## src/nabp_pkg.sv

```systemverilog
package nabp_pkg;

    // angle in whole degrees, 0 to 179
    localparam int angle_w = 8;

    // exclusive upper bound of the angle sweep
    localparam int half_turn = 180;

    // host register bus
    localparam int reg_addr_w = 2;
    localparam int reg_data_w = 16;

    // register map
    localparam logic [reg_addr_w-1:0] reg_ctrl = 2'd0;
    localparam logic [reg_addr_w-1:0] reg_step = 2'd1;
    localparam logic [reg_addr_w-1:0] reg_status = 2'd2;
    localparam logic [reg_addr_w-1:0] reg_count = 2'd3;

    // top level defaults
    localparam int default_line_size = 16;
    localparam int default_sample_w = 16;
    localparam int default_buf_depth = 8;

endpackage
```

## src/sinogram_addresser.sv

```systemverilog
module sinogram_addresser
#(
    parameter int line_size = nabp_pkg::default_line_size,
    localparam int s_w = $clog2(line_size),
    localparam int sg_addr_w = $clog2(nabp_pkg::half_turn * line_size)
)
(
    input  logic                          clk,
    input  logic                          reset_n,
    input  logic                          kick,
    input  logic [nabp_pkg::angle_w-1:0]  angle_step,
    input  logic [s_w-1:0]                s_val,
    input  logic                          next_angle,
    output logic [nabp_pkg::angle_w-1:0]  angle,
    output logic                          has_next_angle,
    output logic                          done,
    output logic [sg_addr_w-1:0]          sg_addr
);

    localparam int aw = nabp_pkg::angle_w;

    typedef enum logic {ready_s, work_s} state_t;

    state_t               state;
    logic                 initialised;
    logic [sg_addr_w-1:0] base_addr;
    logic [aw:0]          angle_sum;

    // one extra bit so that angle plus step cannot wrap
    assign angle_sum = {1'b0, angle} + {1'b0, angle_step};
    assign has_next_angle = (angle_sum < nabp_pkg::half_turn);

    // request with nothing left ends the run
    assign done = (state == work_s) && next_angle && !has_next_angle;

    assign sg_addr = base_addr + {{(sg_addr_w-s_w){1'b0}}, s_val};

    always_ff @(posedge clk)
    begin
        if (reset_n)
            state <= ready_s;
        else if ((state == ready_s) && kick)
            state <= work_s;
        else if (done)
            state <= ready_s;
    end

    always_ff @(posedge clk)
    begin
        if (reset_n || (state == ready_s))
        begin
            initialised <= 1'b0;
            angle <= '0;
            base_addr <= '0;
        end
        else if (next_angle && has_next_angle)
        begin
            // first request only arms, angle 0 is already in place
            if (!initialised)
                initialised <= 1'b1;
            else
            begin
                angle <= angle + angle_step;
                base_addr <= base_addr + sg_addr_w'(line_size);
            end
        end
    end

endmodule

```

## config.mk

```make
export PLATFORM = sky130hd
export DESIGN_NAME = sinogram_addresser
export DESIGN_NICKNAME = d
export VERILOG_FILES = /design/src/nabp_pkg.sv /design/src/sinogram_addresser.sv
export SDC_FILE = /design/constraint.sdc
export NUM_CORES = 1
export LEC_CHECK = 0
export BUFFER_PORTS_ARGS = -buffer_cell sky130_fd_sc_hd__buf_2
export CELL_PAD_IN_SITES_DETAIL_PLACEMENT = 2
export CELL_PAD_IN_SITES_GLOBAL_PLACEMENT = 2
export CORE_MARGIN = 3
export CORE_UTILIZATION = 32
export DETAILED_ROUTE_END_ITERATION = 10
export PLACE_DENSITY_LB_ADDON = 0.05
export SLEW_MARGIN = 10
export SYNTH_ARGS = -nofsm -noshare
export SYNTH_HDL_FRONTEND = slang
export SYNTH_SLANG_ARGS = --single-unit
```

## constraint.sdc

```tcl
create_clock -name clk -period 7.3 [get_ports clk]
set_input_delay 1.095 -clock clk [delete_from_list [all_inputs] [get_ports clk]]
set_output_delay 1.095 -clock clk [all_outputs]
set_load 0.01 [all_outputs]
```

==> metrics.md <==
| Metric | Value |
|---|---|
| Vias in the first global route | 1373 |
| PwrDens | 124 nW/um^2 |
| CTS max path bufs | 2 |
| Tot GR Track Use | between 10% and 20% |
| Startpoint Class | input port |
| Count of final hold-check violations | 0 |
| Critical path arrival | around 3900 ps |
| Ant. Diodes | 0 |
| Synth Register Bits | 18 |
| Hold WS | 477 ps |
| CP endpoint kind | output pin |
| Clock root cell | clkbuf_8 |
| P&R area growth vs syn | 8.82% |
| Post-Place Worst Slack | 2330 ps |
| Worst-path fanout max | 11 |
| Main synth FF type | dfxtp_1 |
| Worst setup path start | angle_step[0] |
| Min-Delay Path Class | reg2reg |
| Clock-pin slew on the worst setup and hold paths | 70 ps |
| Post-cts repair resize count | 0 |
| Worst Setup Path Type | in2out |
| Sink Count | 18 |
| Die area | between 5000 and 6000 um^2 |
| RR Startpoint | angle[0]$_SDFFE_PP0P_ |
| Hold Buf Count CTS | 0 |
| Mapped Nets | 194 |
| Port bufs | 29 |
| Unrepaired setup endpoints after global routing | no |
| Initial Util | 34.2% |
| Final-stage net count | 211 |
| Final ANT Viol Nets | 0 |
| Number of setup buffers added after CTS | 0 |
| VDD IR max | 0.0678 mV |
| Worst setup slack after layout | 2320 ps |
| I/O pins | 38 |
| Residual DRC count | 0 |
| Final core occ | 37.2% |
| GP Congestion | 0.789 |
| Slew headroom | 32.1% |
| Post-synthesis sequential area ratio | 23.5% |
| Final period utilization | 68.2% |
| Die Y-Extent | 75.2 um |
| Final WL | 4.36 mm |
| Max Fclk | approximately 200 MHz |
| Max-slew violation count | 0 |
| H-tree depth | 1 |
| Mean Syn Cell Area | about 9 um^2 |
| Post-synth EDFFs | 0 |
| Mapped Cells | 168 |
| Worst slew pin tran | 1010 ps |
| Row count | 24 |
| Clk Latency, worst-skew pair | between 200 and 300 ps |
| Setup TNS | 0 ps |
| Outcome | completed |
| Final setup violation count | 0 |
| Initial DRC count | 36 |
| Vias | roughly 1.4k |
| Clock Skew | 2.28 ps |
| First-pass GRT wire length | 7.00 mm |
| Critical Path RT | ~6200 ps |
| Die X | 75.2 um |
| Fin crit period | 4980 ps |
| DP HPWL | ~3.4 mm |
| Synth Warn # | 0 |
| Pre-antenna DRT Iters | 4 |
| Core area | 4470 um^2 |
| Vias/cell | roughly 5.8 |
| Max-cap violation count | 0 |
| Post-Syn Area | 1530 um^2 |
| Initial antenna violation count | 0 |
| CTS tree | done |
| P_leak | 0.000665 uW |
| TritonCTS buffer count | 3 |
| Synth cell types | just over 50 |
| Asr flop ratio synth | 0% |
| Grt ovf | 0 |
| Hold path startpoint | base_addr[11]$_SDFFE_PP0P_ |
| Largest net degree at the start of global routing | 18 |
| Share of cells above drive strength 1 | 24.6% |
| Routed wire per std cell | 18.5 um |
-- worst max-delay path, stage by stage --
cell and delay [ps]:
buf_2 100, ha_1 230, fa_1 510, a21o_1 270, a221oi_2 270, xor2_1 400
o31a_1 480, o21ai_1 180, and3_1 210, buf_2 140
-- per-layer routing --
metal / GRT usage [%] / routed length [um]
met5: 0 / 0
met4: 3.50 / 31
met3: 3.47 / 192
met2: 26.5 / 2060
met1: 22.2 / 2070
-- layout by cell type, fill, tap and decap left out, drive strengths merged, types with 2 or more instances in the layout --
master   instances
a21o             4
a21oi           13
nor3             4
a2111oi          2
and4             2
nand4            2
buf             29
xnor2            2
and3             5
nand2           11
xor2             2
inv              2
and2             2
dfxtp           18
o21ai            3
a211o            2
nor2             6
clkbuf           3
a211oi           5
o221ai           9
mux2i            7
nand2b           8
o21a             2
nand3            5
o211ai           9
ha               9
-- state kept, by name, indices dropped and copies added, names as in the netlist --
register and cells:
initialised 1, state 1, angle 8, base_addr 8
-- path summary, 6_finish.rpt --
check                                to  slack (ps)  cells after the start
min          base_addr[11]$_SDFFE_PP0P_         480                      2
max                                done        2320                     10
min reg2reg  base_addr[11]$_SDFFE_PP0P_         480                      2
max reg2reg   base_addr[8]$_SDFFE_PP0P_        4180                      8
-- report_power, final --
group	switching [uW]	total, uW	internal (uW)
Clock	34.4	71.2	36.7
Combinational	23.2	35.2	11.9
Sequential	0.748	99.8	99.0
-- synth_stat cells (all sizes together), types with 2 or more instances --
cell type  number  area, um^2
nand2b          8        50.1
a211oi          5        37.5
a21o            4        30.0
buf            13         101
xnor2           2        17.5
a211o           2        17.5
o21ai           3        15.0
a2111oi         2        55.1
nand3           5        35.0
o221ai          9        78.8
inv             2        7.51
o211ai          9        72.6
mux2i           7        70.1
nand2          11        41.3
and4            2        17.5
nor2            6        22.5
nand4           2        12.5
o21a            2        15.0
a21oi          13        65.1
clkbuf          4        15.0
dfxtp          18         360
xor2            2        17.5
nor3            4        30.0
ha              9         113
and2            2        12.5
and3            5        36.3
-- metrics by stage --
step / instances / total power [uW] / instance area [um^2]
2_1_floorplan: 168 / 132 / 1530
3_3_place_gp: 232 / 136 / 1630
3_5_place_dp: 232 / 138 / 1630
4_1_cts: 235 / 209 / 1670
5_1_grt: 235 / 217 / 1670
6_report: 235 / 206 / 1670
-- final cells by class --
cell class / instances / area, um^2
multi-input combinational: 131 / 1050
sequential: 18 / 360
clock buffer: 3 / 41.3
tap: 52 / 65.1
timing repair buffer: 29 / 145
inverter: 2 / 7.51
fill: 513 / 2810
-- logic make-up after synthesis --
logic type,synth area share (%)
AO/OA/AOI/OAI,32.4
multiplexers,5.31
AND/OR/NAND/NOR,19.8
adder cells (fa/ha/maj),8.66
flip-flops,23.5
XOR/XNOR,2.29
buffers and inverters,8.09
Note: power is estimated with default switching activity, not from simulation.
