--- src/nabp_pkg.sv ---
package nabp_pkg;

    // angle in whole degrees, 0 to 179
    localparam int angle_w = 8;

    // exclusive upper bound of the angle sweep
    localparam int half_turn = 180;

    // host register bus
    localparam int reg_addr_w = 2;
    localparam int reg_data_w = 16;

    // register map
    localparam logic [reg_addr_w-1:0] reg_ctrl = 2'd0;
    localparam logic [reg_addr_w-1:0] reg_step = 2'd1;
    localparam logic [reg_addr_w-1:0] reg_status = 2'd2;
    localparam logic [reg_addr_w-1:0] reg_count = 2'd3;

    // top level defaults
    localparam int default_line_size = 16;
    localparam int default_sample_w = 16;
    localparam int default_buf_depth = 8;

endpackage
--- src/projection_line_fetcher.sv ---
module projection_line_fetcher
#(
    parameter int line_size = nabp_pkg::default_line_size,
    parameter int buf_depth = nabp_pkg::default_buf_depth,
    localparam int s_w = $clog2(line_size),
    localparam int credit_w = $clog2(buf_depth + 1)
)
(
    input  logic                          clk,
    input  logic                          reset_n,
    input  logic                          kick,
    output logic                          next_angle,
    output logic [s_w-1:0]                s_val,
    input  logic [nabp_pkg::angle_w-1:0]  angle,
    input  logic                          has_next_angle,
    input  logic                          done,
    output logic                          rd_en,
    output logic                          push,
    output logic [nabp_pkg::angle_w-1:0]  push_angle,
    output logic [s_w-1:0]                push_s,
    input  logic                          credit_return,
    output logic                          line_done
);

    typedef enum logic [1:0] {idle_s, arm_s, fetch_s, req_s} state_t;

    state_t              state;
    logic [credit_w-1:0] credits;
    logic                last_s;

    // arm_s makes the first request, req_s the one after each line
    assign next_angle = (state == arm_s) || (state == req_s);
    assign line_done = (state == req_s);

    // no credit, no read
    assign rd_en = (state == fetch_s) && (credits != '0);
    assign last_s = (s_val == s_w'(line_size - 1));

    always_ff @(posedge clk)
    begin
        if (reset_n)
            state <= idle_s;
        else
        begin
            case (state)
                idle_s:
                    if (kick)
                        state <= arm_s;
                arm_s:
                    state <= fetch_s;
                fetch_s:
                    if (rd_en && last_s)
                        state <= req_s;
                req_s:
                    if (done)
                        state <= idle_s;
                    else if (has_next_angle)
                        state <= fetch_s;
                default:
                    state <= idle_s;
            endcase
        end
    end

    // position wraps to 0 after the last sample, line_size is a power of two
    always_ff @(posedge clk)
    begin
        if (reset_n || kick)
            s_val <= '0;
        else if (rd_en)
            s_val <= s_val + 1'b1;
    end

    // spent at issue, returned per pop
    always_ff @(posedge clk)
    begin
        if (reset_n)
            credits <= credit_w'(buf_depth);
        else
        begin
            case ({rd_en, credit_return})
                2'b10:
                    credits <= credits - 1'b1;
                2'b01:
                    credits <= credits + 1'b1;
                default:
                    credits <= credits;
            endcase
        end
    end

    // push lines up with the RAM read data
    always_ff @(posedge clk)
    begin
        if (reset_n)
            push <= 1'b0;
        else
            push <= rd_en;
    end

    always_ff @(posedge clk)
    begin
        if (rd_en)
        begin
            push_angle <= angle;
            push_s <= s_val;
        end
    end

endmodule

--- config.mk ---
export PLATFORM = sky130hd
export DESIGN_NAME = projection_line_fetcher
export DESIGN_NICKNAME = d
export VERILOG_FILES = /design/src/nabp_pkg.sv /design/src/projection_line_fetcher.sv
export SDC_FILE = /design/constraint.sdc
export NUM_CORES = 1
export LEC_CHECK = 0
export ABC_AREA = 1
export BUFFER_PORTS_ARGS = -buffer_cell sky130_fd_sc_hd__clkbuf_2
export CAP_MARGIN = 20
export CORE_UTILIZATION = 40
export CTS_BUF_LIST = sky130_fd_sc_hd__clkbuf_16
export DETAILED_ROUTE_END_ITERATION = 10
export GPL_TIMING_DRIVEN = 0
export PLACE_DENSITY_LB_ADDON = 0.3
export SYNTH_ARGS = -nofsm -noshare
export SYNTH_HDL_FRONTEND = slang
export SYNTH_SLANG_ARGS = --single-unit
--- constraint.sdc ---
create_clock -name clk -period 2 [get_ports clk]
set_input_delay 0.1 -clock clk [delete_from_list [all_inputs] [get_ports clk]]
set_output_delay 0.1 -clock clk [all_outputs]
set_load 0.1 [all_outputs]
==> results.tsv <==
stage	metric	value	unit
clock_network	# H-tree levels	1	
routing	# DRC	0	
global_routing	GRT overflow	0	
timing	setup tns final	0	ps
yosys	Seq cells post-synth	23	
global_routing	global-route wire length before repair	2.66	mm
final_layout	post-layout net count	154	
worst_setup_path	CP most frequent cell	nand2_1	
timing	Worst slew margin	0.638	
routing	initial DRC count	9	
worst_setup_path	worst-path fanout max	6	
worst_setup_path	crit-path max cell delay	360	ps
worst_setup_path	CP bufs+invs	1	
worst_setup_path	worst path cell trace	nor2_2 -> nand2_2 -> nand2_4 -> ha_2 -> inv_1 -> ha_1 -> a21oi_2 -> nand2_1 -> nand2_1 -> nand2_1 -> nand2_1 -> nand3_1	
routing	via count	752	
global_routing	initial antenna violation count	0	
timing	Slew Viols, Final	0	
worst_setup_path	Crit-path slowest cell	dfxtp_1	
timing	worst slew pin tran	546	ps
status	status	finished, final reports clean	
yosys	synth unique cells	20	
yosys	Mapped Nets	116	
worst_setup_path	R2R Setup Slk	90	ps
power	Cell Pwr Density	1250	nW/um2
clock_network	TritonCTS buffer count	3	
routing	Total Wirelength	1.63	mm
global_routing	vias in the first global route	673	
routing	Detail Route Antenna Nets	0	
clock_network	CTS clock-pin slew for the worst setup and hold paths	60	ps
worst_setup_path	CP endpoint kind	register	
final_layout	commonest non-fill, non-tap cell in the layout	clkbuf_2	
final_layout	antenna diode count	0	
floorplanning	initial core utilization	0.437	
yosys	area share of the largest cell type after synthesis	0.362	
worst_setup_path	critical path class	register to register	
yosys	Synth area leader	edfxtp_1	
placed_design	Post-DP Area	1190	um2
power	VDD IR max	0.722	mV
worst_setup_path	worst path required time	2140	ps
timing	final setup fails	0	
yosys	synthesized area	995	um2
min_path	Hold Path Class	primary input to register	
routing	wire length per cell	10.1	um
timing	RSZ-0062 raised after global routing	yes	
floorplanning	die width	51.9	um
placed_design	HPWL after DPL	1.26	mm
worst_setup_path	Worst EP arrival	2050	ps
placed_design	final RePlAce weighted congestion	0.793	
floorplanning	Row Count	17	
clock_network	clock tree root driver cell	clkbuf_16	
timing	Hold Vio Cnt, Final	0	
yosys	Yosys warnings	0	
run	Max-cap violations	0	
yosys	Synth area leaders	edfxtp_1 (36%), dfxtp_1 (22%), nand2_1 (6.8%)	
global_routing	Global Route Usage Sum	0.132	
worst_setup_path	CP startpoint kind	register	
yosys	sequential area share after synthesis	0.584	
final_layout	most frequent cells in the layout	clkbuf_2 (33), nand2_1 (18), edfxtp_1 (12)	
clock_network	Clock Sinks	23	
floorplanning	IO Pins	34	
yosys	Synth Instances	97	
power	Final Power	1.60	mW
final_layout	post-layout util	0.563	
timing	Final Cycle Share	0.957	
clock_network	insertion delay of the later-clocked pin in the worst-skew pair	250	ps
routing	Initial DRT Pass Iterations	4	
clock_network	CTS max path bufs	2	
final_layout	area delta synth->final	28.9	%
final_layout	share of cells above drive strength 1	0.358	
routing	Via density	4.64	
timing	f_max	0.522	GHz
power	P_leak	0.594	nW
clock_network	Post-CTS Hold Fix Bufs	0	
global_routing	largest net degree at the start of global routing	19	
placed_design	Buffers on Ports	33	
clock_network	Post-CTS Setup Bufs	0	
floorplanning	Core ar.	2280	um2
timing	Tmin final	1910	ps
clock_network	CTS tree	done	
worst_setup_path	Crit path max-delay family	simple AND/OR/NAND/NOR gates	
timing	Layout Skew	3.26	ps
yosys	Avg Cell Area, Syn	10.3	um2
final_layout	Post-Layout Inst Area	1280	um2
floorplanning	die footprint	2690	um2
floorplanning	Die Span Y	51.9	um
==> cells in the mapped netlist <==
library cell  number
a21oi_1            5
a21oi_2            1
clkbuf_1           1
dfxtp_1           11
edfxtp_1          12
fa_1               1
ha_1               4
inv_1             10
inv_6              1
nand2_1           18
nand2_2            2
nand2_4            1
nand3_1            5
nor2_1            12
nor2_2             1
nor2_4             1
o21ai_0            4
o21ai_2            2
xnor2_1            2
xor2_1             3
==> where the power goes <==
part | switching (mW) | total [mW] | internal, mW
registers | 0.0466 | 0.611 | 0.565
logic | 0.449 | 0.577 | 0.128
clock network | 0.148 | 0.414 | 0.266
total | 0.643 | 1.60 | 0.959
==> path summary, 6_finish.rpt <==
| check | from | to | depth (start not counted) |
|---|---|---|---|
| worst max-delay path | credits[0]$_SDFFE_PP0P_ | credits[3]$_SDFFE_PP1P_ | 12 |
| worst min-delay path | angle[1] | push_angle[1]$_DFFE_PP_ | 1 |
| worst max register to register | credits[0]$_SDFFE_PP0P_ | credits[3]$_SDFFE_PP1P_ | 12 |
| worst min register to register | s_val[3]$_SDFFE_PP0P_ | s_val[3]$_SDFFE_PP0P_ | 2 |
==> registers in the layout, indices dropped and copies added, names as in the netlist <==
register,flops
state,2
push_angle,8
s_val,4
push_s,4
credits,4
push,1
==> metrics by stage <==
step,std cells,hold WS [ps],worst slack (ps)
2_1_floorplan,97,172,206
3_3_place_gp,158,279,64.9
4_1_cts,162,23.4,14.4
6_report,162,27.2,85.6
5_1_grt,162,20.1,-73.2
3_5_place_dp,158,284,26.8
==> cell type report <==
type                       instances  area, um2
clock buffer                       3       75.1
tap                               28       35.0
fill                             208        993
clock inverter                     1       3.75
multi-input combinational         62        373
buffer                             1       3.75
inverter                          11       46.3
sequential                        23        581
timing repair buffer              33        165
==> timing repair <==
item | in CTS | in global routing
endpoints found under the hold margin | 0 | 0
resized for setup | 1 | 2
gates cloned | 0 | 0
endpoints found under the setup margin | 1 | 2
==> cells by family after synthesis <==
| group | Yosys count | synth area share |
|---|---|---|
| xor gates and xnor gates | 5 | 0.0440 |
| adders and majority gates | 5 | 0.0704 |
| buffers and inverters | 12 | 0.0503 |
| and+or+nand+nor | 40 | 0.180 |
| AOI/OAI and AO/OA | 12 | 0.0717 |
| DFF | 23 | 0.584 |
==> routing by layer <==
metal,share of wire,vias up,track usage,wire (um)
li1,-,389,-,-
met1,0.43,333,0.158,708
met2,0.48,28,0.231,776
met3,0.080,2,0.0234,131
met4,0.0086,0,0.0541,14
met5,0,-,0,0
Power figures use the tool's default switching activity.
