### src/nabp_pkg.sv
package nabp_pkg;

    // angle in whole degrees, 0 to 179
    localparam int angle_w = 8;

    // exclusive upper bound of the angle sweep
    localparam int half_turn = 180;

    // host register bus
    localparam int reg_addr_w = 2;
    localparam int reg_data_w = 16;

    // register map
    localparam logic [reg_addr_w-1:0] reg_ctrl = 2'd0;
    localparam logic [reg_addr_w-1:0] reg_step = 2'd1;
    localparam logic [reg_addr_w-1:0] reg_status = 2'd2;
    localparam logic [reg_addr_w-1:0] reg_count = 2'd3;

    // top level defaults
    localparam int default_line_size = 16;
    localparam int default_sample_w = 16;
    localparam int default_buf_depth = 8;

endpackage
### src/line_buffer.sv
module line_buffer
#(
    parameter int line_size = nabp_pkg::default_line_size,
    parameter int sample_w = nabp_pkg::default_sample_w,
    parameter int buf_depth = nabp_pkg::default_buf_depth,
    localparam int s_w = $clog2(line_size),
    localparam int ptr_w = (buf_depth > 1) ? $clog2(buf_depth) : 1,
    localparam int cnt_w = $clog2(buf_depth + 1),
    localparam int entry_w = sample_w + nabp_pkg::angle_w + s_w
)
(
    input  logic                          clk,
    input  logic                          reset_n,
    input  logic                          push,
    input  logic [sample_w-1:0]           push_sample,
    input  logic [nabp_pkg::angle_w-1:0]  push_angle,
    input  logic [s_w-1:0]                push_s,
    input  logic                          out_pop,
    output logic                          out_valid,
    output logic [sample_w-1:0]           out_sample,
    output logic [nabp_pkg::angle_w-1:0]  out_angle,
    output logic [s_w-1:0]                out_s,
    output logic                          credit_return
);

    logic [entry_w-1:0] mem [buf_depth];
    logic [ptr_w-1:0]   wr_ptr;
    logic [ptr_w-1:0]   rd_ptr;
    logic [cnt_w-1:0]   count;
    logic               pop;

    assign pop = out_pop && out_valid;
    assign out_valid = (count != '0);

    // head entry is always on the outputs
    assign {out_sample, out_angle, out_s} = mem[rd_ptr];

    always_ff @(posedge clk)
    begin
        if (push)
            mem[wr_ptr] <= {push_sample, push_angle, push_s};
    end

    always_ff @(posedge clk)
    begin
        if (reset_n)
        begin
            wr_ptr <= '0;
            rd_ptr <= '0;
            count <= '0;
            credit_return <= 1'b0;
        end
        else
        begin
            if (push)
                wr_ptr <= (wr_ptr == ptr_w'(buf_depth - 1)) ? '0 : wr_ptr + 1'b1;
            if (pop)
                rd_ptr <= (rd_ptr == ptr_w'(buf_depth - 1)) ? '0 : rd_ptr + 1'b1;
            // credits keep push off a full buffer
            if (push && !pop)
                count <= count + 1'b1;
            else if (pop && !push)
                count <= count - 1'b1;
            credit_return <= pop;
        end
    end

endmodule

### config.mk
export PLATFORM = sky130hd
export DESIGN_NAME = line_buffer
export DESIGN_NICKNAME = d
export VERILOG_FILES = /design/src/nabp_pkg.sv /design/src/line_buffer.sv
export SDC_FILE = /design/constraint.sdc
export NUM_CORES = 1
export LEC_CHECK = 0
export BUFFER_PORTS_ARGS = -buffer_cell sky130_fd_sc_hd__buf_2
export CORE_MARGIN = 2
export CORE_UTILIZATION = 54
export CTS_CLUSTER_SIZE = 28
export DETAILED_ROUTE_END_ITERATION = 16
export PLACE_DENSITY = 0.84
export SLEW_MARGIN = 5
export SYNTH_ARGS = -nofsm -noshare
export SYNTH_HDL_FRONTEND = slang
export SYNTH_SLANG_ARGS = --single-unit
### constraint.sdc
create_clock -name clk -period 3.1 [get_ports clk]
set_input_delay 0.31 -clock clk [delete_from_list [all_inputs] [get_ports clk]]
set_output_delay 0.31 -clock clk [all_outputs]
set_load 0.01 [all_outputs]
==> results.toml, run 1 <==
[die]
io_pins = 62
fp.dieW_um = 133.7
dieArea_um2 = 17880
start_util = 0.5498
core-area_um2 = 16520
rows = 47
dieHeight_um = 133.7

[cts]
holdBufCountCts = 0
clock_latency_ns = 0.50
cts.sinks = 238
cts_resized = 0
postCtsSetupRepairBufs = 0
cts_buffer_depth = 3
root_buffer = "clkbuf_16"
cts_tree = "yes"
clk_pin_slew_ns = 0.06
cts_buffers = 23
htree_levels = 1

[sta]
rsz0062_at_grt = "false"
fmax_ghz = 0.3589
min_period_ns = 2.786
post-route-period-util = 0.8988
setup_ws_ns = 0.3137
slew_headroom = 0.5246
worstMarginPinSlew_ns = 0.7130
finalSetupTns_ns = 0
finalHoldViolCount = 0
maxSlewViolCount = 0
clock-skew-final_ns = 0.01294
setup-violations-final = 0

[global_routing]
grt_pass1_vias = 4511
grt_start_max_net_pins = 33
antenna_found_initial = 2
grt_pass1_wl_um = 26060
grt-ovfl-total = 0
gr-usage-all-layers = 0.1968

[critical_path]
r2r_end = "count[3]"
worst_r2r_startpoint = "count[1]"
crit_start = "count[1]"
cp-end-kind = "flip-flop"
critPathRequiredTime_ns = 3.48
path_max_fanout = 6
critPathArrivalTime_ns = 3.17
path_class = "flip-flop to flip-flop"
r2r_slack_ns = 0.31
rr_worst_depth = 9
critPathLaunchType = "flip-flop"

[route]
drc = 0
postRouteAntennaNets = 0
routedWlPerCell_um = 23.73
first_pass_iters = 4
finalWirelength_um = 17060
drt-initial-drc-count = 331
vias_per_cell = 5.940
dr_total_vias = 4271

[pwr]
comb_power_share = 0.163
p_switching_mw = 1.791
p_seq_frac = 0.488
p_sw_frac = 0.2327
power_leakage_nw = 3.445
ir_drop_uv = 460.2
power.density_nw_per_um2 = 732.3
pwr-share-clk = 0.349
p_int_mw = 5.905

[synth]
synth-simple-area-share = 0.01777
synth_seq_cells = 238
syn_area_per_cell_um2 = 22.77
seq_area_frac_synth = 0.7712
synth_compound_area_frac = 0.005371
yosys_warnings = 0
yosys.area.top_type = "edfxtp_1"
synth-adder-area-share = 0.01184
synthCells = 399
synth_mux_area_frac = 0.1795
synthTopCellsByArea = "edfxtp_1 74%, mux4_2 12%, mux2_2 3.6%"
yosysUniqueCellTypes = 26
yosys.area.top_type_share = 0.7404
synth_xor_area_frac = 0.001928
synth_area_um2 = 9085
syn_nets = 439
synth_top_family_by_area = "multiplexers"

[layout]
nFillCells = 1076
final_net_count = 525
drive_gt1_frac = 0.3956
fin_cells = 719
areaGrowthSynthToFinish_pct = 15.66

[outcome]
status = "completed"

[place]
globalplace.congestion = 0.7694
hpwl_um = 10020
dp_slack_ns = 0.3497
dp.cells = 680
port_buffers = 61

[min_path]
hold_path_end = "mem[1][23]"
min_path_type = "input pin to flip-flop"
min_from = "push_sample[11]"
worstHoldPathCells = 1

[job]
maxCapViolations = 0
-- placed cells by master, fill, tap and decap left out, drive strengths merged --
cell type / Yosys / routed
nand2b: 3 / 3
buf: 8 / 78
mux4: 56 / 56
dfxtp: 14 / 14
a31oi: 1 / 1
nor2b: 1 / 1
mux2i: 2 / 2
or4: 1 / 1
nor3: 2 / 2
a21oi: 7 / 7
clkinv: 0 / 8
nand2: 7 / 7
diode: 0 / 1
fa: 1 / 1
xnor2: 1 / 1
nor2: 18 / 18
inv: 2 / 3
mux2: 29 / 29
nand3: 2 / 2
nand4b: 1 / 1
xor2: 1 / 1
ha: 7 / 7
bufinv: 0 / 3
a211oi: 1 / 1
or3: 1 / 1
edfxtp: 224 / 224
clkbuf: 9 / 26
-- routing by layer --
layer  vias to the layer above  global-route usage  wire [um]
li1                       1837                   -          -
met1                      2241              0.2471       6511
met2                       151              0.3433       9092
met3                        40             0.03957       1007
met4                         2             0.07033        434
met5                         -                   0         13
-- layout make-up --
type / instances / area (um2) / share of cell area
antenna: 1 / 2.502 / 0.0002382
sequential: 238 / 7012 / 0.6673
tap: 220 / 275.3 / 0.02620
clock inverter: 12 / 132.6 / 0.01262
multi-input combinational: 142 / 2021 / 0.1923
inverter: 2 / 7.507 / 0.0007145
timing repair buffer: 78 / 470.5 / 0.04477
clock buffer: 26 / 586.8 / 0.05585
-- synth_stat cells --
library cell    n
mux4_2         50
nand2b_1        3
mux2_2         29
xor2_1          1
inv_1           2
edfxtp_1      224
nor2b_1         1
mux2i_1         2
clkbuf_1        9
or4_1           1
a31oi_1         1
nand4b_1        1
nor3_1          2
nand3_1         2
buf_2           3
buf_6           5
ha_1            7
a21oi_1         7
fa_1            1
a211oi_1        1
dfxtp_1        14
xnor2_1         1
or3_1           1
nor2_1         18
mux4_1          6
nand2_1         7
-- power by group through the flow --
stage,logic [mW],registers [mW],clock network (mW)
3_3_place_gp,1.20,3.81,0
6_report,1.25,3.76,2.69
2_1_floorplan,0.965,3.73,0
3_5_place_dp,1.26,3.83,0
4_1_cts,1.27,3.76,2.73
5_1_grt,1.35,3.78,2.85
-- critical path, stage by stage, from the launching register on --
cell and delay (ns):
dfxtp_1 0.35, or4_1 0.59, nand2_1 0.20, ha_1 0.21, inv_1 0.10, ha_1 0.34, a21oi_1 0.23, a211oi_1 0.11
a31oi_1 0.19, mux2_2 0.35
-- stage by stage --
| stage | util | instance area (um2) | power, mW | hold WS [ns] |
|---|---|---|---|---|
| 2_1_floorplan | - | 9085 | 4.691 | 0.4089 |
| 3_3_place_gp | 0.5922 | 9786 | 5.016 | 0.4611 |
| 6_report | 0.6359 | 10510 | 7.695 | 0.07405 |
| 3_5_place_dp | 0.5922 | 9786 | 5.085 | 0.4898 |
| 5_1_grt | 0.6359 | 10510 | 7.971 | 0.06790 |
| 4_1_cts | 0.6357 | 10510 | 7.762 | 0.06133 |
-- registers in the layout (all words and copies together), names as in the netlist, named ones only --
name           count
count              4
credit_return      1
mem              224
rd_ptr             3
wr_ptr             3
-- cells by family (layout without fill, tap and decap cells) --
| family | count (synthesis) | in the layout |
|---|---|---|
| other | 0 | 1 |
| adders and majority gates | 8 | 8 |
| DFF | 238 | 238 |
| xor gates and xnor gates | 2 | 2 |
| AOI/OAI and AO/OA | 9 | 9 |
| and+or+nand+nor | 36 | 36 |
| muxes | 87 | 87 |
| buffers and inverters | 19 | 118 |
-- how the worst max path moves through the flow --
stage / endpoint / depth (start not counted) / slack [ns]
global placement: count[3] / 9 / 0.52
finish: count[3] / 9 / 0.31
detailed placement: count[3] / 9 / 0.35
global route: out_sample[6] / 4 / 0.18
CTS: out_sample[6] / 4 / 0.27
floorplan: mem[0][0] / 2 / 0.20
(Power assumes the default switching activity.)
==> run 2: changes to the inputs <==
--- a/config.mk
+++ b/config.mk
@@ -5,11 +5,11 @@
 export SDC_FILE = /design/constraint.sdc
 export NUM_CORES = 1
 export LEC_CHECK = 0
-export BUFFER_PORTS_ARGS = -buffer_cell sky130_fd_sc_hd__buf_2
 export CORE_MARGIN = 2
-export CORE_UTILIZATION = 54
+export CORE_UTILIZATION = 57
 export CTS_CLUSTER_SIZE = 28
 export DETAILED_ROUTE_END_ITERATION = 16
+export DONT_BUFFER_PORTS = 1
 export PLACE_DENSITY = 0.84
 export SLEW_MARGIN = 5
 export SYNTH_ARGS = -nofsm -noshare
==> results.toml, run 2 (synthesis results as in run 1) <==
[cts]
cts.sinks = 238
clock_latency_ns = 0.51
cts_resized = 0
cts_buffers = 24
clk_pin_slew_ns = 0.06
htree_levels = 1
postCtsSetupRepairBufs = 0
holdBufCountCts = 31
root_buffer = "clkbuf_16"
cts_buffer_depth = 3
cts_tree = "yes"

[layout]
final_cell_mix = "224 x edfxtp_1, 50 x mux4_2, 31 x dlygate4sd3_1"
reg_top3 = "mem x224, count x4"
top_register = "mem"
areaGrowthSynthToFinish_pct = 15.20
drive_gt1_frac = 0.2845
nFillCells = 967
fin_util = 0.6661
largest_register_ff_count = 224
final_net_count = 493
final_common_cell = "edfxtp_1"

[job]
maxCapViolations = 0

[sta]
post-route-period-util = 0.8993
finalSetupTns_ns = 0
fmax_ghz = 0.3587
min_period_ns = 2.788
clock-skew-final_ns = 0.008123
finalHoldViolCount = 0
worstMarginPinSlew_ns = 0.8422
setup-violations-final = 0
maxSlewViolCount = 0
slew_headroom = 0.4385
rsz0062_at_grt = "false"

[pwr]
power_mw = 7.507
power_leakage_nw = 3.306
power.density_nw_per_um2 = 717.2
ir_drop_uv = 529.3

[place]
globalplace.congestion = 0.7740
hpwl_um = 9718
port_buffers = 0

[die]
dieArea_um2 = 16960
core-area_um2 = 15710
io_pins = 62
dieHeight_um = 130.2
rows = 46
fp.dieW_um = 130.2
start_util = 0.5782

[critical_path]
cpMaxStageDelayCell = "or4_1"
cp_top_family = "simple AND/OR/NAND/NOR gates"
crit_chain = "or4_1, nand2_1, ha_1, inv_1, ha_1, a21oi_1, a211oi_1, a31oi_1, mux2_2"
critical-path-max-stage-delay_ns = 0.67
critPathRequiredTime_ns = 3.50
path_max_fanout = 6
cpMostUsedCell = "ha_1"
critPathLaunchType = "flip-flop"
critPathArrivalTime_ns = 3.19
path_class = "flip-flop to flip-flop"
path_buf_inv = 1
cp-end-kind = "flip-flop"

[outcome]
status = "completed"

[route]
dr_total_vias = 4119
first_pass_iters = 4
dr_wl_met2_um = 8733
maxUsedRoutingLayer = "met4"
postRouteAntennaNets = 0
routedWlPerCell_um = 24.83
drc = 0
finalWirelength_um = 17080
wl_met3_um = 1174
wl_met1_um = 6821
vias_per_cell = 5.987
drt-initial-drc-count = 330

[global_routing]
grt_pass1_vias = 4512
antenna_found_initial = 1
grt_start_max_net_pins = 57
gr-usage-all-layers = 0.2070
grt_pass1_wl_um = 25740
grt-ovfl-total = 0

[min_path]
min_path_type = "input pin to flip-flop"
-- run 2: cell types whose count changed in the layout (fill, tap and decap cells not counted), sizes merged --
| cell | change |
|---|---|
| clkbuf | +5 |
| clkinv | +3 |
| bufinv | -3 |
| buf | -64 |
| clkinvlp | +1 |
| dlygate4sd3 | +31 |
-- run 2: cell type report --
class / instances / area, um2 / share of cell area
multi-input cells: 142 / 2021 / 0.1931
diodes: 1 / 2.502 / 0.0002391
flip-flops and latches: 238 / 7013 / 0.6701
well taps: 216 / 270.3 / 0.02582
clock buffers: 31 / 648.1 / 0.06192
inverters: 2 / 7.507 / 0.0007173
clock inverters: 13 / 63.81 / 0.006097
repair buffers: 45 / 440.4 / 0.04208
-- run 2: where the power goes --
part | switching, mW | leakage [nW] | total, mW | internal [mW]
Combinational | 0.571 | 0.809 | 1.17 | 0.603
Sequential | 0.0893 | 2.15 | 3.71 | 3.62
Clock | 1.15 | 0.346 | 2.62 | 1.48
-- run 2: final timing paths --
check / startpoint / slack (ns) / cells after the start / endpoint
max: count[1] / 0.31 / 9 / count[3]
min: reset_n / 0.03 / 2 / count[3]
max reg2reg: count[1] / 0.31 / 9 / count[3]
min reg2reg: rd_ptr[1] / 0.49 / 2 / flip-flop
-- run 2: layer usage --
layer  vias up  global-route usage
li1       1783                   -
met1      2151              0.2671
met2       153              0.3511
met3        32             0.04961
met4         0             0.06958
met5         -                   0
-- run 2: through the flow --
step	cell area, um2	hold WS, ns	std cells	setup slack, ns
6_report	10470	0.02993	688	0.3123
4_1_cts	10460	0.005185	687	0.3076
3_5_place_dp	9442	0.3855	612	0.3148
5_1_grt	10460	0.04575	687	0.1564
2_1_floorplan	9085	0.4089	399	0.1975
3_3_place_gp	9442	0.3842	612	0.4347
