File: config.mk
export PLATFORM = sky130hd
export DESIGN_NAME = nabp_config_regs
export DESIGN_NICKNAME = d
export VERILOG_FILES = /design/src/nabp_pkg.sv /design/src/nabp_config_regs.sv
export SDC_FILE = /design/constraint.sdc
export NUM_CORES = 1
export LEC_CHECK = 0
export ABC_AREA = 1
export ABC_CLOCK_PERIOD_IN_PS = 2400
export BUFFER_PORTS_ARGS = -buffer_cell sky130_fd_sc_hd__buf_2
export CORE_ASPECT_RATIO = 0.75
export CORE_UTILIZATION = 50
export DETAILED_ROUTE_END_ITERATION = 10
export PLACE_DENSITY = 0.83
export SLEW_MARGIN = 20
export SYNTH_ARGS = -nofsm -noshare
export SYNTH_HDL_FRONTEND = slang
export SYNTH_SLANG_ARGS = --single-unit
File: constraint.sdc
create_clock -name clk -period 2.4 [get_ports clk]
set_input_delay 0.6 -clock clk [delete_from_list [all_inputs] [get_ports clk]]
set_output_delay 0.6 -clock clk [all_outputs]
set_load 0.02 [all_outputs]
File: src/nabp_pkg.sv
package nabp_pkg;

    // angle in whole degrees, 0 to 179
    localparam int angle_w = 8;

    // exclusive upper bound of the angle sweep
    localparam int half_turn = 180;

    // host register bus
    localparam int reg_addr_w = 2;
    localparam int reg_data_w = 16;

    // register map
    localparam logic [reg_addr_w-1:0] reg_ctrl = 2'd0;
    localparam logic [reg_addr_w-1:0] reg_step = 2'd1;
    localparam logic [reg_addr_w-1:0] reg_status = 2'd2;
    localparam logic [reg_addr_w-1:0] reg_count = 2'd3;

    // top level defaults
    localparam int default_line_size = 16;
    localparam int default_sample_w = 16;
    localparam int default_buf_depth = 8;

endpackage
File: src/nabp_config_regs.sv
module nabp_config_regs
(
    input  logic                              clk,
    input  logic                              reset_n,
    input  logic                              reg_wr,
    input  logic                              reg_rd,
    input  logic [nabp_pkg::reg_addr_w-1:0]   reg_addr,
    input  logic [nabp_pkg::reg_data_w-1:0]   reg_wdata,
    output logic [nabp_pkg::reg_data_w-1:0]   reg_rdata,
    output logic                              kick,
    output logic [nabp_pkg::angle_w-1:0]      angle_step,
    input  logic                              done,
    input  logic                              line_done
);

    localparam int data_w = nabp_pkg::reg_data_w;
    localparam int aw = nabp_pkg::angle_w;

    logic          busy;
    logic          done_flag;
    logic [aw-1:0] angle_count;

    // bus writes and the one-cycle kick
    always_ff @(posedge clk)
    begin
        if (reset_n)
        begin
            kick <= 1'b0;
            angle_step <= aw'(1);
        end
        else
        begin
            kick <= reg_wr && (reg_addr == nabp_pkg::reg_ctrl) && reg_wdata[0];
            if (reg_wr && (reg_addr == nabp_pkg::reg_step))
                angle_step <= reg_wdata[aw-1:0];
        end
    end

    // run status, cleared by each kick
    always_ff @(posedge clk)
    begin
        if (reset_n)
        begin
            busy <= 1'b0;
            done_flag <= 1'b0;
            angle_count <= '0;
        end
        else if (kick)
        begin
            busy <= 1'b1;
            done_flag <= 1'b0;
            angle_count <= '0;
        end
        else
        begin
            if (done)
            begin
                busy <= 1'b0;
                done_flag <= 1'b1;
            end
            // one pulse per completed line
            if (line_done)
                angle_count <= angle_count + 1'b1;
        end
    end

    // read data lands one cycle after reg_rd
    always_ff @(posedge clk)
    begin
        if (reg_rd)
        begin
            case (reg_addr)
                nabp_pkg::reg_ctrl:
                    reg_rdata <= '0;
                nabp_pkg::reg_step:
                    reg_rdata <= {{(data_w-aw){1'b0}}, angle_step};
                nabp_pkg::reg_status:
                    reg_rdata <= {{(data_w-2){1'b0}}, done_flag, busy};
                default:
                    reg_rdata <= {{(data_w-aw){1'b0}}, angle_count};
            endcase
        end
    end

endmodule

==> impl_metrics.json, run 1 <==
{
  "cts.htree.levels": 1,
  "place.gp.congestion": 0.754,
  "drtPass1Iterations": 7,
  "cts_tree": "yes",
  "worstPathCellList": "buf_2",
  "worstSetupEndpoint": "angle_step[0]",
  "via_per_inst": 5.07,
  "p_comb_share_pct": 13.2,
  "r2r_cells": 3,
  "slew_viol_final": 0,
  "critical_path.max_stage_delay_ns": 0.39,
  "fin_skew_ns": 0.00170,
  "synth_common_cells": "dfxtp_1, inv_1, nor2_1",
  "yosysUniqueCellTypes": 21,
  "cp.depth": 1,
  "ant_nets": 0,
  "ir_drop_mv": 0.308,
  "fin_ws_ns": 0.897,
  "power_density_nw_per_um2": 607,
  "status": "finished, violations left",
  "final_nets": 195,
  "drc": 4,
  "stdcell_area_um2": 1330,
  "vias": 978,
  "start_kind": "register",
  "dieArea_um2": 2510,
  "rrSetupSlack_ns": 1.28,
  "crit_path_start": "angle_step[0]",
  "row_count": 14,
  "totalWireLength_mm": 2.17,
  "crit_buf_inv": 1,
  "grt_max_degree": 17,
  "fmax_mhz": 665,
  "cp_slowest_cell": "dfxtp_1",
  "synth_area_um2": 1150,
  "power.switching_mw": 0.220,
  "crit_type": "register to output port",
  "overflow": 0,
  "clk_path_buf_depth": 2,
  "synth-seq-cells": 27,
  "synth-edff-count": 8,
  "synth_flop_cell": "dfxtp_1",
  "final-setup-viol-count": 0,
  "critPathTopFamily": "flip-flops",
  "ys_warn_count": 0,
  "antenna_found_initial": 0,
  "grtUsageTotal_pct": 19.2,
  "dp_slack_ns": 0.927,
  "hp-class": "primary input to register",
  "drive_gt1_share_pct": 23.7,
  "final_core_util_pct": 63.8,
  "dp_hpwl_mm": 1.69,
  "r2r_start": "kick",
  "synth.largest_area_cell": "dfxtp_1",
  "clock_sinks": 27,
  "ioPinCount": 49,
  "coreArea_um2": 2080,
  "seq_power_share_pct": 61.8,
  "swShare_pct": 27.3,
  "drt-initial-drc-count": 31,
  "rsz0062_at_grt": "no",
  "use_met2_pct": 34.2,
  "ctsResizeCount": 0,
  "p_leak_nw": 0.604,
  "diodes": 0,
  "period_needed_ns": 1.50,
  "cts_hold_buf": 0,
  "path_clk_slew_ns": 0.14,
  "worstPathArrival_ns": 0.90,
  "synth_seq_area_share_pct": 53.7,
  "cts_setup_buffers": 0,
  "grt_util_met3_pct": 5.37,
  "insertion_delay_ns": 0.33,
  "fillers": 180,
  "p_total_mw": 0.807,
  "area_delta_synth_final_pct": 15.2,
  "violations": "DRC",
  "min_period_over_period_pct": 62.6,
  "place_area_um2": 1300,
  "grt_pass1_wl_mm": 3.66,
  "endpoint_kind": "output port",
  "synth.avg_cell_area_um2": 8.55,
  "routedWlPerCell_um": 11.2,
  "crit_required_ns": 1.80,
  "hold_viol_final": 0,
  "internal-power_mw": 0.587,
  "portBuffers": 32,
  "r2r-end": "angle_count[2]",
  "start_util_pct": 55.4,
  "synth_top_area_share_pct": 32.9,
  "synth.area.top_cells": "dfxtp_1, edfxtp_1, inv_1",
  "fp.dieW_um": 57.5,
  "met1_usage_pct": 22.9,
  "syn-instance-count": 135,
  "clockRootBuffer": "clkbuf_4",
  "clockPowerShare_pct": 25.0,
  "path_max_fanout": 3,
  "grt-busiest-layer": "met2",
  "grt_pass1_vias": 919,
  "async_flop_share_pct": 0,
  "yosysMostFrequentCell": "dfxtp_1",
  "numCtsBuffers": 3,
  "tns_ns": 0,
  "die_height_um": 43.6,
  "cap_violations": 0
}
[layout make-up]
type | count | area (um2) | share of cell area [%]
clock buffers | 3 | 22.5 | 1.69
clock inverters | 1 | 7.51 | 0.564
inverters | 19 | 71.3 | 5.36
multi-input cells | 87 | 418 | 31.4
flip-flops and latches | 27 | 621 | 46.7
well taps | 24 | 30.0 | 2.26
repair buffers | 32 | 160 | 12.0
[worst min-delay path by stage]
stage                        startpoint            end  slack [ns]  cells after the start
after floorplan               done_flag      done_flag        0.45                      2
after global placement    angle_step[7]  angle_step[7]        0.46                      2
after detailed placement  angle_step[7]  angle_step[7]        0.47                      2
after CTS                       reset_n           kick        0.45                      2
after global routing            reset_n           kick        0.45                      2
final                           reset_n           kick        0.45                      2
[through the flow]
step,hold slack (ns),instances
6_report,0.450,193
3_5_place_dp,0.468,189
2_1_floorplan,0.452,142
3_3_place_gp,0.456,189
5_1_grt,0.452,193
4_1_cts,0.454,193
[power groups by stage]
| stage | clock network, mW | registers (mW) | logic [mW] |
|---|---|---|---|
| 2_1_floorplan | 0 | 0.527 | 0.0577 |
| 3_3_place_gp | 0 | 0.508 | 0.102 |
| 3_5_place_dp | 0 | 0.509 | 0.106 |
| 4_1_cts | 0.206 | 0.499 | 0.107 |
| 5_1_grt | 0.222 | 0.502 | 0.117 |
| 6_report | 0.202 | 0.499 | 0.106 |
[state kept, by name, summed over array words and instances (netlist names)]
register and count:
angle_count 8, angle_step 8, reg_rdata 8, busy 1, done_flag 1, kick 1
[placed cells by master (no fill, tap or decap), drive strengths merged]
master / Yosys / layout
o22ai: 3 / 3
conb: 1 / 8
o211ai: 1 / 1
ha: 1 / 1
buf: 9 / 32
clkbuf: 0 / 3
nor3: 4 / 4
inv: 19 / 19
clkinvlp: 0 / 1
dfxtp: 19 / 19
edfxtp: 8 / 8
a21oi: 12 / 12
nor2: 18 / 18
xnor2: 1 / 1
o21ai: 11 / 11
nand2: 17 / 17
nand3: 11 / 11
[routing by layer]
metal	wire length [um]	vias up
li1	-	494
met3	136	2
met2	1040	34
met5	0	-
met1	978	448
met4	11	0
[cell families (layout without fill, tap and decap cells)]
| group | Yosys count | count (layout) | synth area share [%] |
|---|---|---|---|
| AND/OR/NAND/NOR | 50 | 50 | 19.2 |
| buffers and inverters | 28 | 55 | 12.4 |
| AO/OA/AOI/OAI | 27 | 27 | 12.6 |
| flip-flops | 27 | 27 | 53.7 |
| adder cells (fa/ha/maj) | 1 | 1 | 1.08 |
| other | 1 | 8 | 0.325 |
| XOR/XNOR | 1 | 1 | 0.759 |
Power figures use the tool's default switching activity.
==> run 2: changes to the inputs <==
ABC_AREA = 0   (was 1)
ABC_CLOCK_PERIOD_IN_PS = 1450   (was 2400)
CORE_UTILIZATION = 46   (was 50)
PLACE_DENSITY = 0.77   (was 0.83)
clock period = 1.45 ns   (was 2.4 ns; I/O delays follow)
==> run 2 against run 1 <==
  * The flow now finishes without violations
  * Die area is 11% higher
  * Global-route usage is 1.6 points lower
  * Worst hold slack worse by 0.18 ns
  * First-iteration DRC count is 19% lower
  * Cell count is 4.7% lower
  * Count of clock-buffer cells in the layout stayed put
  * Core utilization is 5.9 points lower
  * Critical path type is now register to register
==> impl_metrics.json, run 2 <==
{
  "r2r_start": "angle_count[1]",
  "hold_start": "done",
  "grt_pass1_vias": 822,
  "synthMuxAreaShare_pct": 7.80,
  "synth_common_cells": "dfxtp_1, a21oi_1, nand2_1, nand3_1",
  "synth.area.top_cells": "dfxtp_1, edfxtp_1, mux2i_1",
  "synth.avg_cell_area_um2": 9.89,
  "final_common_cell": "buf_2",
  "via_per_inst": 4.87,
  "layout_common_cells": "buf_2, dfxtp_1, a21oi_1, nand3_1, nand2_1",
  "ioPinCount": 49,
  "final_core_util_pct": 57.9,
  "synth-edff-count": 8,
  "synth_seq_area_share_pct": 52.3,
  "portBuffers": 32,
  "drtPass1Iterations": 4,
  "grt_max_degree": 16,
  "rsz0062_at_grt": "no",
  "synth_area_um2": 1190,
  "synthAdderAreaFrac_pct": 1.05,
  "start_kind": "register",
  "totalWireLength_mm": 2.13,
  "overflow": 0,
  "ys_warn_count": 0,
  "final-setup-viol-count": 0,
  "die_height_um": 46,
  "start_util_pct": 50.2,
  "critical_path.max_stage_delay_ns": 0.41,
  "ir_drop_mv": 0.575,
  "stdcell_area_um2": 1370,
  "worstPathArrival_ns": 1.52,
  "antenna_found_initial": 0,
  "worstPathCellList": "ha_1 > nand3_1 > or3_1 > a21oi_1",
  "fp.dieW_um": 60.7,
  "async_flop_share_pct": 0,
  "drive_gt1_share_pct": 26.7,
  "cts.htree.levels": 1,
  "dieArea_um2": 2790,
  "grtUsageTotal_pct": 17.6,
  "place_area_um2": 1340,
  "fin_hold_ws_ns": 0.267,
  "drt-initial-drc-count": 25,
  "vias": 896,
  "synth_xor_area_share_pct": 2.95,
  "fin_skew_ns": 0.00949,
  "rrSetupSlack_ns": 0.20,
  "yosysUniqueCellTypes": 25,
  "diodes": 0,
  "yosysMostFrequentCell": "dfxtp_1",
  "period_needed_ns": 1.25,
  "slew_viol_final": 0,
  "min_period_over_period_pct": 86.5,
  "power_density_nw_per_um2": 952,
  "area_delta_synth_final_pct": 15.3,
  "row_count": 15,
  "path_max_fanout": 4,
  "insertion_delay_ns": 0.32,
  "path_clk_slew_ns": 0.14,
  "reg.largest.list": "angle_count x8, angle_step x8, reg_rdata x8",
  "routedWlPerCell_um": 11.6,
  "clk_path_buf_depth": 2,
  "cap_violations": 0,
  "clockRootBuffer": "clkbuf_4",
  "synth_top_family_by_area": "simple AND/OR/NAND/NOR gates",
  "place.gp.congestion": 0.798,
  "hold_path_depth": 3,
  "numCtsBuffers": 3,
  "fillers": 236,
  "status": "finished, final reports clean",
  "synth_top_area_share_pct": 32.0,
  "cts_hold_buf": 0,
  "r2r_cells": 4,
  "crit_type": "register to register",
  "tns_ns": 0,
  "synthSimpleGateAreaFrac_pct": 20.2,
  "cp_slowest_cell": "dfxtp_1",
  "synth_flop_cell": "dfxtp_1",
  "coreArea_um2": 2360,
  "grt_pass1_wl_mm": 3.50,
  "cts_tree": "yes",
  "ant_nets": 0,
  "fmax_mhz": 797,
  "clock_sinks": 27,
  "crit_required_ns": 1.72,
  "synth-seq-cells": 27,
  "syn-instance-count": 120,
  "endpoint_kind": "register",
  "final_nets": 176,
  "holdPathEnd": "done_flag",
  "r2r-end": "angle_count[6]",
  "hp-class": "primary input to register",
  "synth.largest_area_cell": "dfxtp_1",
  "p_leak_nw": 0.601,
  "dp_hpwl_mm": 1.69,
  "synth_compound_area_share_pct": 7.38,
  "hold_viol_final": 0,
  "drc": 0
}
==> run 2: cell count changes in the layout (fill, tap and decap cells not counted), moves of 4 or more <==
cell     previous run  this run
nand2_1            16        10
nor2_1             17         9
o21ai_0             9         3
nor3_1              4         0
mux2i_1             0         7
nor2b_1             0         7
inv_1              18         1
==> run 2: repair_timing <==
action,CTS,global route
buffers inserted,0,0
gates resized for setup,0,1
endpoints found under the setup margin,0,1
==> run 2: routing by layer <==
layer	vias up	wire length, um	GRT usage [%]
met5	-	0	0
met4	0	13	4.09
met3	2	169	5.40
met2	40	996	31.2
met1	396	948	21.1
li1	458	-	-
==> run 2: critical path: cells and delay by family, from the launching register on <==
kind                       cells  cell delay (ns)
adders and majority gates      1             0.20
and+or+nand+nor                2             0.45
AOI/OAI and AO/OA              1             0.14
DFF                            1             0.41
==> run 2: report_power, final <==
group / switching (mW) / leakage (nW) / internal [mW]
logic: 0.105 / 0.346 / 0.0618
clock network: 0.211 / 0.0177 / 0.103
registers: 0.0174 / 0.237 / 0.805
total: 0.333 / 0.601 / 0.970
==> run 2: how the worst max path moves through the flow <==
stage / startpoint / endpoint / slack [ns]
2_1_floorplan: reg_addr[0] / reg_rdata[0] / 0.11
5_1_grt: angle_count[1] / angle_count[6] / 0.02
4_1_cts: angle_count[0] / angle_count[6] / 0.15
3_3_place_gp: reg_addr[0] / reg_rdata[1] / 0.18
3_5_place_dp: reg_addr[0] / reg_rdata[1] / 0.16
6_report: angle_count[1] / angle_count[6] / 0.20
==> run 2: area by class of cell <==
cell class | instances | area [um2] | area share [%]
multi-input cells | 84 | 498 | 36.4
flip-flops and latches | 27 | 622 | 45.4
clock buffers | 3 | 22.5 | 1.65
repair buffers | 34 | 175 | 12.8
clock inverters | 1 | 5.00 | 0.366
well taps | 34 | 42.5 | 3.11
inverters | 1 | 3.75 | 0.274
==> run 2: kinds of logic after synthesis <==
kind of cell,after synthesis
compound gates,16
xor+xnor,4
fa+ha+maj,1
buf+inv,16
flops,27
mux,9
other cells,1
simple gates,46
==> run 2: stage by stage <==
stage / setup WS (ns) / power (mW) / cells
floorplan: 0.108 / 0.967 / 127
global placement: 0.176 / 1.00 / 180
detailed placement: 0.161 / 1.01 / 180
CTS: 0.150 / 1.31 / 184
global route: 0.0198 / 1.37 / 184
finish: 0.195 / 1.30 / 184
